==> src/lsu_defs.svh <==
`ifndef LSU_DEFS_SVH
`define LSU_DEFS_SVH

// bus widths shared by the load/store unit
`define LSU_ADDR_W 32
`define LSU_DATA_W 32

// one strobe per data byte
`define LSU_STRB_W 4

`endif

==> src/lsu_pkg.sv <==
`include "lsu_defs.svh"

package lsu_pkg;

  // load functions, unknown codes act as a word load
  typedef enum logic [2:0] {
    ld_bs = 3'd0,
    ld_bu = 3'd1,
    ld_hs = 3'd2,
    ld_hu = 3'd3,
    ld_w  = 3'd4
  } load_func_e;

  // store functions, unknown codes act as a word store
  typedef enum logic [2:0] {
    st_b = 3'd0,
    st_h = 3'd1,
    st_w = 3'd2
  } store_func_e;

  // AW payload
  typedef logic [`LSU_ADDR_W-1:0] addr_t;

  // W payload, data and strobes already in lane position
  typedef struct packed {
    logic [`LSU_DATA_W-1:0] data;
    logic [`LSU_STRB_W-1:0] strb;
  } w_beat_t;

endpackage

==> src/lsu_chan_slot.sv <==
`timescale 1ns/100ps

module lsu_chan_slot #(
  parameter type payload_t = logic
) (
  input  logic     clk,
  input  logic     rstn,
  input  logic     push,
  input  payload_t push_data,
  input  logic     ready,
  output logic     space,
  output logic     valid,
  output payload_t data
);

  logic     park_valid;
  payload_t park_data;
  logic     fire;
  logic     out_free;

  assign fire     = valid & ready;
  // output entry can take new data this edge
  assign out_free = ~valid | fire;

  // a new request is only taken while the park entry is empty
  assign space = ~park_valid;

  always_ff @(posedge clk) begin
    if (rstn) begin
      valid      <= 1'b0;
      park_valid <= 1'b0;
    end else begin
      if (out_free) begin
        valid <= park_valid | push;
      end
      if (fire) begin
        park_valid <= 1'b0;
      end else if (push & valid) begin
        park_valid <= 1'b1;
      end
    end
  end

  // payload registers
  always_ff @(posedge clk) begin
    if (out_free) begin
      data <= park_valid ? park_data : push_data;
    end
    if (push & valid & ~fire) begin
      park_data <= push_data;
    end
  end

endmodule

==> src/lsu_load_align.sv <==
`timescale 1ns/100ps
`include "lsu_defs.svh"

module lsu_load_align (
  input  logic                   clk,
  input  logic                   rstn,
  input  logic                   capture,
  input  logic [1:0]             raddr_lo,
  input  lsu_pkg::load_func_e    rfunc,
  input  logic [`LSU_DATA_W-1:0] rdata_mem,
  output logic [`LSU_DATA_W-1:0] rdata
);

  logic [1:0]             off_q;
  lsu_pkg::load_func_e    func_q;
  logic [`LSU_DATA_W-1:0] shifted;

  // offset and function of the read in flight
  always_ff @(posedge clk) begin
    if (rstn) begin
      off_q  <= 2'b00;
      func_q <= lsu_pkg::ld_w;
    end else if (capture) begin
      off_q  <= raddr_lo;
      func_q <= rfunc;
    end
  end

  // addressed byte down to lane 0
  always_comb begin
    case (off_q)
      2'b00:   shifted = rdata_mem;
      2'b01:   shifted = {8'b0, rdata_mem[31:8]};
      2'b10:   shifted = {16'b0, rdata_mem[31:16]};
      2'b11:   shifted = {24'b0, rdata_mem[31:24]};
      default: shifted = rdata_mem;
    endcase
  end

  always_comb begin
    case (func_q)
      lsu_pkg::ld_bs: begin
        rdata = {{24{shifted[7]}}, shifted[7:0]};
      end
      lsu_pkg::ld_bu: begin
        rdata = {24'b0, shifted[7:0]};
      end
      lsu_pkg::ld_hs: begin
        rdata = {{16{shifted[15]}}, shifted[15:0]};
      end
      lsu_pkg::ld_hu: begin
        rdata = {16'b0, shifted[15:0]};
      end
      // word and any unknown code
      default: begin
        rdata = shifted;
      end
    endcase
  end

endmodule

==> src/lsu_store_align.sv <==
`timescale 1ns/100ps
`include "lsu_defs.svh"

module lsu_store_align (
  input  logic [1:0]             waddr_lo,
  input  logic [`LSU_DATA_W-1:0] wdata,
  input  lsu_pkg::store_func_e   wfunc,
  output lsu_pkg::w_beat_t       beat
);

  logic [`LSU_STRB_W-1:0] strb_base;

  // low lanes covered by the access size
  always_comb begin
    case (wfunc)
      lsu_pkg::st_b: strb_base = 4'b0001;
      lsu_pkg::st_h: strb_base = 4'b0011;
      default:       strb_base = 4'b1111;
    endcase
  end

  // upper bytes fall off past lane 3
  always_comb begin
    case (waddr_lo)
      2'b00: begin
        beat.data = wdata;
        beat.strb = strb_base;
      end
      2'b01: begin
        beat.data = {wdata[23:0], 8'b0};
        beat.strb = {strb_base[2:0], 1'b0};
      end
      2'b10: begin
        beat.data = {wdata[15:0], 16'b0};
        beat.strb = {strb_base[1:0], 2'b0};
      end
      2'b11: begin
        beat.data = {wdata[7:0], 24'b0};
        beat.strb = {strb_base[0], 3'b0};
      end
      default: begin
        beat.data = wdata;
        beat.strb = strb_base;
      end
    endcase
  end

endmodule

==> src/lsu_ctrl.sv <==
`timescale 1ns/100ps

module lsu_ctrl (
  input  logic clk,
  input  logic rstn,

  // read request and response
  input  logic rreq_valid,
  output logic rreq_ready,
  output logic arvalid,
  input  logic arready,
  input  logic rvalid,
  output logic rready,
  output logic rres_valid,
  input  logic rres_ready,
  output logic load_capture,

  // write request
  input  logic wreq_valid,
  output logic wreq_ready,
  input  logic aw_space,
  input  logic w_space,
  output logic push,

  // write response
  input  logic bvalid,
  output logic bready,
  output logic wres_valid,
  input  logic wres_ready
);

  logic rd_busy;
  logic ar_fire;
  logic r_fire;
  logic b_fire;
  logic wres_fire;

  // only one read in flight
  assign arvalid    = rreq_valid & ~rd_busy;
  assign rreq_ready = arready & ~rd_busy;

  assign ar_fire      = arvalid & arready;
  assign load_capture = ar_fire;

  // response path passes straight through
  assign rres_valid = rvalid;
  assign rready     = rres_ready;
  assign r_fire     = rvalid & rres_ready;

  always_ff @(posedge clk) begin
    if (rstn) begin
      rd_busy <= 1'b0;
    end else if (ar_fire) begin
      rd_busy <= 1'b1;
    end else if (r_fire) begin
      rd_busy <= 1'b0;
    end
  end

  // AW and W slots are loaded together
  assign wreq_ready = aw_space & w_space;
  assign push       = wreq_valid & wreq_ready;

  // hold the done pulse until the core takes it
  assign bready    = ~wres_valid;
  assign b_fire    = bvalid & bready;
  assign wres_fire = wres_valid & wres_ready;

  always_ff @(posedge clk) begin
    if (rstn) begin
      wres_valid <= 1'b0;
    end else if (b_fire) begin
      wres_valid <= 1'b1;
    end else if (wres_fire) begin
      wres_valid <= 1'b0;
    end
  end

endmodule

==> src/lsu_top.sv <==
`timescale 1ns/100ps
`include "lsu_defs.svh"

module lsu_top (
  input  logic                   clk,
  input  logic                   rstn,

  // core read request
  input  logic [`LSU_ADDR_W-1:0] raddr,
  input  logic [2:0]             rfunc,
  input  logic                   rreq_valid,
  output logic                   rreq_ready,
  // core read response
  output logic [`LSU_DATA_W-1:0] rdata,
  output logic                   rres_valid,
  input  logic                   rres_ready,

  // core write request
  input  logic [`LSU_ADDR_W-1:0] waddr,
  input  logic [`LSU_DATA_W-1:0] wdata,
  input  logic [2:0]             wfunc,
  input  logic                   wreq_valid,
  output logic                   wreq_ready,
  // core write done
  output logic                   wres_valid,
  input  logic                   wres_ready,

  // memory AR and R
  output logic [`LSU_ADDR_W-1:0] araddr,
  output logic                   arvalid,
  input  logic                   arready,
  input  logic [`LSU_DATA_W-1:0] rdata_mem,
  input  logic                   rvalid,
  output logic                   rready,

  // memory AW, W and B
  output logic [`LSU_ADDR_W-1:0] awaddr,
  output logic                   awvalid,
  input  logic                   awready,
  output logic [`LSU_DATA_W-1:0] wdata_mem,
  output logic [`LSU_STRB_W-1:0] wstrb,
  output logic                   wvalid,
  input  logic                   wready,
  input  logic                   bvalid,
  output logic                   bready
);

  logic             load_capture;
  logic             push;
  logic             aw_space;
  logic             w_space;
  lsu_pkg::w_beat_t beat_in;
  lsu_pkg::w_beat_t beat_out;

  assign araddr    = raddr;
  assign wdata_mem = beat_out.data;
  assign wstrb     = beat_out.strb;

  lsu_ctrl u_ctrl (
    .clk          (clk),
    .rstn         (rstn),
    .rreq_valid   (rreq_valid),
    .rreq_ready   (rreq_ready),
    .arvalid      (arvalid),
    .arready      (arready),
    .rvalid       (rvalid),
    .rready       (rready),
    .rres_valid   (rres_valid),
    .rres_ready   (rres_ready),
    .load_capture (load_capture),
    .wreq_valid   (wreq_valid),
    .wreq_ready   (wreq_ready),
    .aw_space     (aw_space),
    .w_space      (w_space),
    .push         (push),
    .bvalid       (bvalid),
    .bready       (bready),
    .wres_valid   (wres_valid),
    .wres_ready   (wres_ready)
  );

  lsu_load_align u_load_align (
    .clk       (clk),
    .rstn      (rstn),
    .capture   (load_capture),
    .raddr_lo  (raddr[1:0]),
    .rfunc     (lsu_pkg::load_func_e'(rfunc)),
    .rdata_mem (rdata_mem),
    .rdata     (rdata)
  );

  lsu_store_align u_store_align (
    .waddr_lo (waddr[1:0]),
    .wdata    (wdata),
    .wfunc    (lsu_pkg::store_func_e'(wfunc)),
    .beat     (beat_in)
  );

  lsu_chan_slot #(
    .payload_t (lsu_pkg::addr_t)
  ) u_aw_slot (
    .clk       (clk),
    .rstn      (rstn),
    .push      (push),
    .push_data (waddr),
    .ready     (awready),
    .space     (aw_space),
    .valid     (awvalid),
    .data      (awaddr)
  );

  lsu_chan_slot #(
    .payload_t (lsu_pkg::w_beat_t)
  ) u_w_slot (
    .clk       (clk),
    .rstn      (rstn),
    .push      (push),
    .push_data (beat_in),
    .ready     (wready),
    .space     (w_space),
    .valid     (wvalid),
    .data      (beat_out)
  );

endmodule

==> config.mk <==
export PLATFORM = sky130hd
export DESIGN_NAME = lsu_top
export DESIGN_NICKNAME = d
export VERILOG_FILES = /design/src/lsu_pkg.sv /design/src/lsu_chan_slot.sv /design/src/lsu_load_align.sv /design/src/lsu_store_align.sv /design/src/lsu_ctrl.sv /design/src/lsu_top.sv
export VERILOG_INCLUDE_DIRS = /design/src
export SDC_FILE = /design/constraint.sdc
export NUM_CORES = 1
export LEC_CHECK = 0
export ABC_CLOCK_PERIOD_IN_PS = 5730
export BUFFER_PORTS_ARGS = -buffer_cell sky130_fd_sc_hd__clkbuf_2
export CAP_MARGIN = 20
export CORE_ASPECT_RATIO = 1.25
export CORE_MARGIN = 1.5
export CORE_UTILIZATION = 46
export CTS_CLUSTER_DIAMETER = 120
export DETAILED_ROUTE_END_ITERATION = 8
export HOLD_SLACK_MARGIN = 0.08
export PLACE_DENSITY = 0.78
export SYNTH_ARGS = -nofsm -noshare
export SYNTH_HDL_FRONTEND = slang
export SYNTH_SLANG_ARGS = --single-unit
==> constraint.sdc <==
create_clock -name clk -period 5.73 [get_ports clk]
set_clock_uncertainty 0.05 [all_clocks]
set_input_delay 0.573 -clock clk [delete_from_list [all_inputs] [get_ports clk]]
set_output_delay 0.573 -clock clk [all_outputs]
set_load 0.1 [all_outputs]
-- Yosys cells after proc, flatten, opt, wreduce, memory -nomap -nowiden
Index checks and enable logic that the tools add are counted.
- reduce and logical (&&, ||, !) cells: 8
- bitwise operators: 26
- eq/ne operators: 10
- muxes and demuxes: 10
- operators by type and width (operator ; count):
    case mux 32 bit (4 select lines) ; 2
    case mux 36 bit (4 select lines) ; 1
    2-to-1 mux 36 bit ; 1
    2-to-1 mux 32 bit ; 1
    AND 1 bit ; 14
    == test 2 bit (second input constant) ; 4
    inverter 1 bit ; 8
    case mux 4 bit (2 select lines) ; 1
    == test 3 x 1 -> 1 bit (second input constant) ; 2
    == test 3 x 2 -> 1 bit (second input constant) ; 2
    logical NOT 3 bit ; 2
    == test 2 x 1 -> 1 bit (second input constant) ; 2
    logical NOT 2 bit ; 2
    2-to-1 mux 1 bit ; 4
    bitwise OR 1 bit ; 4
    nonzero test 2 bit ; 2
    OR reduction 2 bit ; 2
- input port bits: 145
- register bits: 147
- logic and storage cells: 68

-- Longest topological paths before layout
- word-level depth: 5
- gate-level depth with buffers: 6
- gate-level depth less buffers: 4

-- By module
Synthesis repeated with hierarchy kept, for this count alone.
- cell total of the unflattened synthesis: 484
- area, all modules: 7282.0 um2
- by module, submodules not included (module ; area an instance (um2) ; cells each ; times used):
    lsu_chan_slot at u_w_slot ; 2755.1 ; 121 ; 1
    lsu_chan_slot at u_aw_slot ; 2534.9 ; 109 ; 1
    lsu_load_align ; 1064.8 ; 136 ; 1
    lsu_store_align ; 566.8 ; 72 ; 1
    lsu_top ; 240.2 ; 32 ; 1
    lsu_ctrl ; 120.1 ; 14 ; 1

-- Worst setup path after synthesis
Ideal clock, no wire load.
- path kind: reg2reg
- from: reg u_w_slot.valid
- to: reg u_w_slot.park_data[0] (netlist bit) (enable)
- setup time: 474 ps
- cell stages (with the launch flop): 3
- path slack: 472 ps
- path buffers: 0
- data required time: 5206 ps
- arrival time: 4734 ps
- cell sequence: dfxtp_1 -> nand2b_1 -> nor3_1
- longest elaborated chain between the ends: 3
- RTL lines (item ; RTL line ; RTL):
    from (decl) ; lsu_chan_slot.sv:12 ; output logic valid,
    from (signal assigned) ; lsu_chan_slot.sv:34 ; valid <= park_valid | push;
    AND 1 bit ; lsu_chan_slot.sv:21 ; assign fire = valid & ready;
    inverter 1 bit ; lsu_chan_slot.sv:49 ; if (push & valid & ~fire) begin
    AND 1 bit (*) ; lsu_chan_slot.sv:49 ;
    to (signal assigned) ; lsu_chan_slot.sv:50 ; park_data <= push_data;
    to (decl) ; lsu_chan_slot.sv:17 ; payload_t park_data;
Every way passes the cells marked *; elsewhere a longest branch is shown, timed or not.
A chain may end at the register's enable or synchronous reset.

-- Worst setup path in the final report
- from: reg u_load_align.off_q[1]
- to: out rdata[24]
- longest elaborated chain between the ends: 3
- RTL lines (item ; RTL line ; RTL):
    from (decl) ; lsu_load_align.sv:14 ; logic [1:0] off_q;
    from (signal assigned) ; lsu_load_align.sv:24 ; off_q <= raddr_lo;
    == test 2 bit (tied with other cells) ; lsu_load_align.sv:31 ; case (off_q)
    case mux 32 bit (4 select lines) (*) ; lsu_load_align.sv:31 ;
    case mux 32 bit (4 select lines) (*) ; lsu_load_align.sv:41 ; case (func_q)
    to (decl) ; lsu_top.sv:14 ; output logic [`LSU_DATA_W-1:0] rdata,
Marked as above.

==> qor.log <==
INFO  placement      dp_hpwl=12.23mm
INFO  timing         grt_setup_unrepaired=no
INFO  clock_tree     clock_network_latency_to_the_later_pin_of_the_worst_skew_pair=410ps
INFO  clock_tree     cts.reportedPaths.clkPinSlew=70ps
INFO  global_routing first_global_vias=4773
INFO  detailed_routing detail-route-antenna-nets=0
INFO  critical_path  critical_path_peak_fanout=29
INFO  critical_path  arrival_time_of_the_worst_setup_path=2810ps
INFO  detailed_routing routed_wire_length=16.73mm
INFO  final_layout   layout_commonest_cell=sky130_fd_sc_hd__clkbuf_2
INFO  detailed_routing avgViaCountPerCell=5.386
INFO  synth          post_synthesis_share_of_cell_area_spent_on_and_or_nand_and_nor_gates=0.07776
INFO  synth          synth_cell_types=31
INFO  synth          synth-compound-area-share=0.06745
INFO  placement      gpl.final_weighted_congestion=0.8519
INFO  synth          synth_area_leader_cell=sky130_fd_sc_hd__edfxtp_1
INFO  critical_path  crit_path_frequent_cell=sky130_fd_sc_hd__nand2_1
INFO  clock_tree     tritoncts_clock_tree=built
INFO  global_routing grt_first_pass_wirelength=25.68mm
INFO  synth          synth_mux_area_frac=0.1658
INFO  detailed_routing detailedRoute.firstIterationViolations=144
INFO  critical_path  max_stage_delay=630ps
INFO  clock_tree     number_of_h_tree_levels=4
INFO  worst_hold_path hold_path_class=input port to flop
INFO  synth          share_of_synthesized_cell_area_in_full_adder_half_adder_and_majority_cells=0
INFO  floorplanning  io_pins=286
INFO  final_layout   finalNonFillerCells=893
INFO  critical_path  cp-end-kind=primary output
INFO  synth          synth.top_cells.by_area=sky130_fd_sc_hd__edfxtp_1 59%, sky130_fd_sc_hd__mux2_2 11%, sky130_fd_sc_hd__mux2i_1 5.4%, sky130_fd_sc_hd__buf_4 3.9%, sky130_fd_sc_hd__dfxtp_1 3.2%
INFO  synth          postSynthRegisterBits=147
INFO  critical_path  worst_path_dominant_cell_family=simple AND/OR/NAND/NOR gates
INFO  timing         slew-limit-headroom=0.2782
INFO  timing         timing.setup.tns=0ps
INFO  detailed_routing dr_total_vias=4810
INFO  timing         max_clock_freq=290.9MHz
INFO  global_routing grt_max_degree=52
INFO  floorplanning  std_cell_rows=49
INFO  placement      placement.io_buffers=225
INFO  clock_tree     cts-root-buf=sky130_fd_sc_hd__clkbuf_16
INFO  global_routing track_usage=0.2113
INFO  clock_tree     cts.repair_timing.setup_buffer_count=0
INFO  synth          synthesis.area=6919um2
INFO  timing         hold_slack=295.6ps
INFO  final_layout   drive_above_1_share=0.4755
INFO  power_and_ir_drop power.density=394.7nW/um2
INFO  synth          synth_seq_area_share=0.6221
INFO  critical_path  critical_path.cell_chain=nand2b_1, nor2_1, nand2_1, nand2_1, clkbuf_2
INFO  synth          postSynthCellCount=518
INFO  timing         final_report_max_slew_violation_count=0
INFO  critical_path  timing.critical_path.buf_inv=1
INFO  floorplanning  fp.dieW=112.7um
INFO  clock_tree     cts_hold_buf=0
INFO  floorplanning  die_h=140.1um
INFO  critical_path  critPathSlowestCell=sky130_fd_sc_hd__dfxtp_1
INFO  critical_path  path_class=flop to primary output
INFO  timing         setup_viol_count_final=0
INFO  power_and_ir_drop power.total=3.338mW
INFO  final_layout   diodes=0
INFO  floorplanning  dieArea=15790um2
INFO  clock_tree     cts_num_sinks=147
INFO  synth          area_share_of_the_largest_cell_type_after_synthesis=0.5902
INFO  outcome        result_of_the_run=complete, no violations
INFO  synth          main_combinational_cell_family_by_area_after_synthesis=multiplexers
INFO  detailed_routing remaining_drc_errors=0
INFO  timing         worstMarginPinSlew=1083ps
INFO  placement      placement.cell_area=7894um2
INFO  timing         min_period_over_period=0.5999
INFO  clock_tree     post_cts_resized=0
INFO  timing         finalCriticalPeriod=3438ps
INFO  final_layout   fin_area=8457um2
INFO  final_layout   mostFrequentLayoutCells=225 x sky130_fd_sc_hd__clkbuf_2, 136 x sky130_fd_sc_hd__edfxtp_1, 67 x sky130_fd_sc_hd__mux2_2
INFO  final_layout   area.growth.synth_to_final=22.22%
INFO  power_and_ir_drop ir_drop=0.0002008V
INFO  synth          number_of_nets_in_the_synthesized_netlist=663
INFO  timing         finalHoldViolations=0
INFO  synth          syn_area_per_cell=13.36um2
INFO  clock_tree     numCtsBuffers=17
INFO  job            timing.max_cap.violations=0
INFO  synth          ys.warnings.count=0
INFO  critical_path  timing.critical_path.from_type=flop
INFO  placement      placed_cells=861
INFO  floorplanning  initial_utilization=0.4762
INFO  synth          synth-xor-area-share=0
INFO  global_routing grt-ovfl-total=0
INFO  power_and_ir_drop leakage=3.498nW
INFO  clock_tree     cts.path.max_buffers=2
INFO  final_layout   num-nets-final=847
INFO  critical_path  req_time_crit_path=5110ps
INFO  detailed_routing drt_pre_antenna_iters=4
INFO  floorplanning  fp.coreArea=14530um2
INFO  global_routing antenna_found_initial=0
INFO  detailed_routing wire_per_inst=18.73um
registers in the layout (all words and copies together) (netlist names):
| signal | cells |
|---|---|
| u_load_align.off_q | 2 |
| u_ctrl.wres_valid | 1 |
| u_load_align.func_q | 3 |
| u_aw_slot.park_data | 32 |
| u_aw_slot.data | 32 |
| u_w_slot.park_data | 36 |
| u_aw_slot.park_valid | 1 |
| u_ctrl.rd_busy | 1 |
| u_aw_slot.valid | 1 |
| u_w_slot.park_valid | 1 |
| u_w_slot.data | 36 |
| u_w_slot.valid | 1 |
path summary, 6_finish.rpt:
kind | slack [ps] | startpoint | cells after the start | endpoint
min reg2reg | 450 | u_ctrl.rd_busy$_SDFFE_PP0P_ | 2 | u_ctrl.rd_busy$_SDFFE_PP0P_
min | 300 | waddr[4] | 1 | u_aw_slot.park_data[4]$_DFFE_PP_
max | 2290 | u_load_align.off_q[1]$_SDFFE_PP0P_ | 5 | rdata[24]
max reg2reg | 3540 | u_w_slot.valid$_SDFFE_PP0P_ | 3 | u_w_slot.park_data[1]$_DFFE_PP_
area by class of cell:
cell class | instances | area, um2
Fill cell | 1179 | 6073
Sequential cell | 147 | 4305
Timing Repair Buffer | 230 | 1164
Inverter | 10 | 37.54
Multi-Input combinational cell | 296 | 2165
Clock inverter | 15 | 137.6
Clock buffer | 17 | 425.4
Tap cell | 178 | 222.7
power breakdown:
group	total, mW	internal, mW	switching, mW	leakage [nW]
sequential	1.30	1.26	0.0361	1.44
clock	1.05	0.574	0.475	0.273
combinational	0.993	0.167	0.826	1.79
total	3.34	2.00	1.34	3.50
per-stage QoR:
stage                     worst slack, ps    util
after CTS                            2305  0.5820
after floorplan                     472.3       -
after global placement               2872  0.5433
after detailed placement             2747  0.5433
final                                2292  0.5820
after global routing                 2143  0.5820
synth_stat cells, drive strengths merged:
cell type and number:
clkbuf 11, nor2b 13, o21ai 25, o31ai 9, nand2 50, nand3b 2, nor4 1, nand2b 5
inv 10, nor3 2, edfxtp 136, o211ai 1, mux2i 38, dfxtp 11, mux2 67, nand3 5
a21oi 17, a211oi 17, and2 8, a311oi 1, nor2 33, buf 54, a21boi 1, a2111oi 1
logic make-up after synthesis:
| family | after synthesis |
|---|---|
| DFF | 147 |
| and+or+nand+nor | 119 |
| muxes | 105 |
| buffers and inverters | 75 |
| AOI/OAI and AO/OA | 72 |
metal layers:
metal / GRT usage / up-vias / share of wire
li1: - / 2238 / -
met1: 0.2263 / 2268 / 0.37
met2: 0.3732 / 264 / 0.52
met3: 0.07226 / 40 / 0.083
met4: 0.09860 / 0 / 0.032
met5: 0 / - / 0
Power figures use the tool's default switching activity.
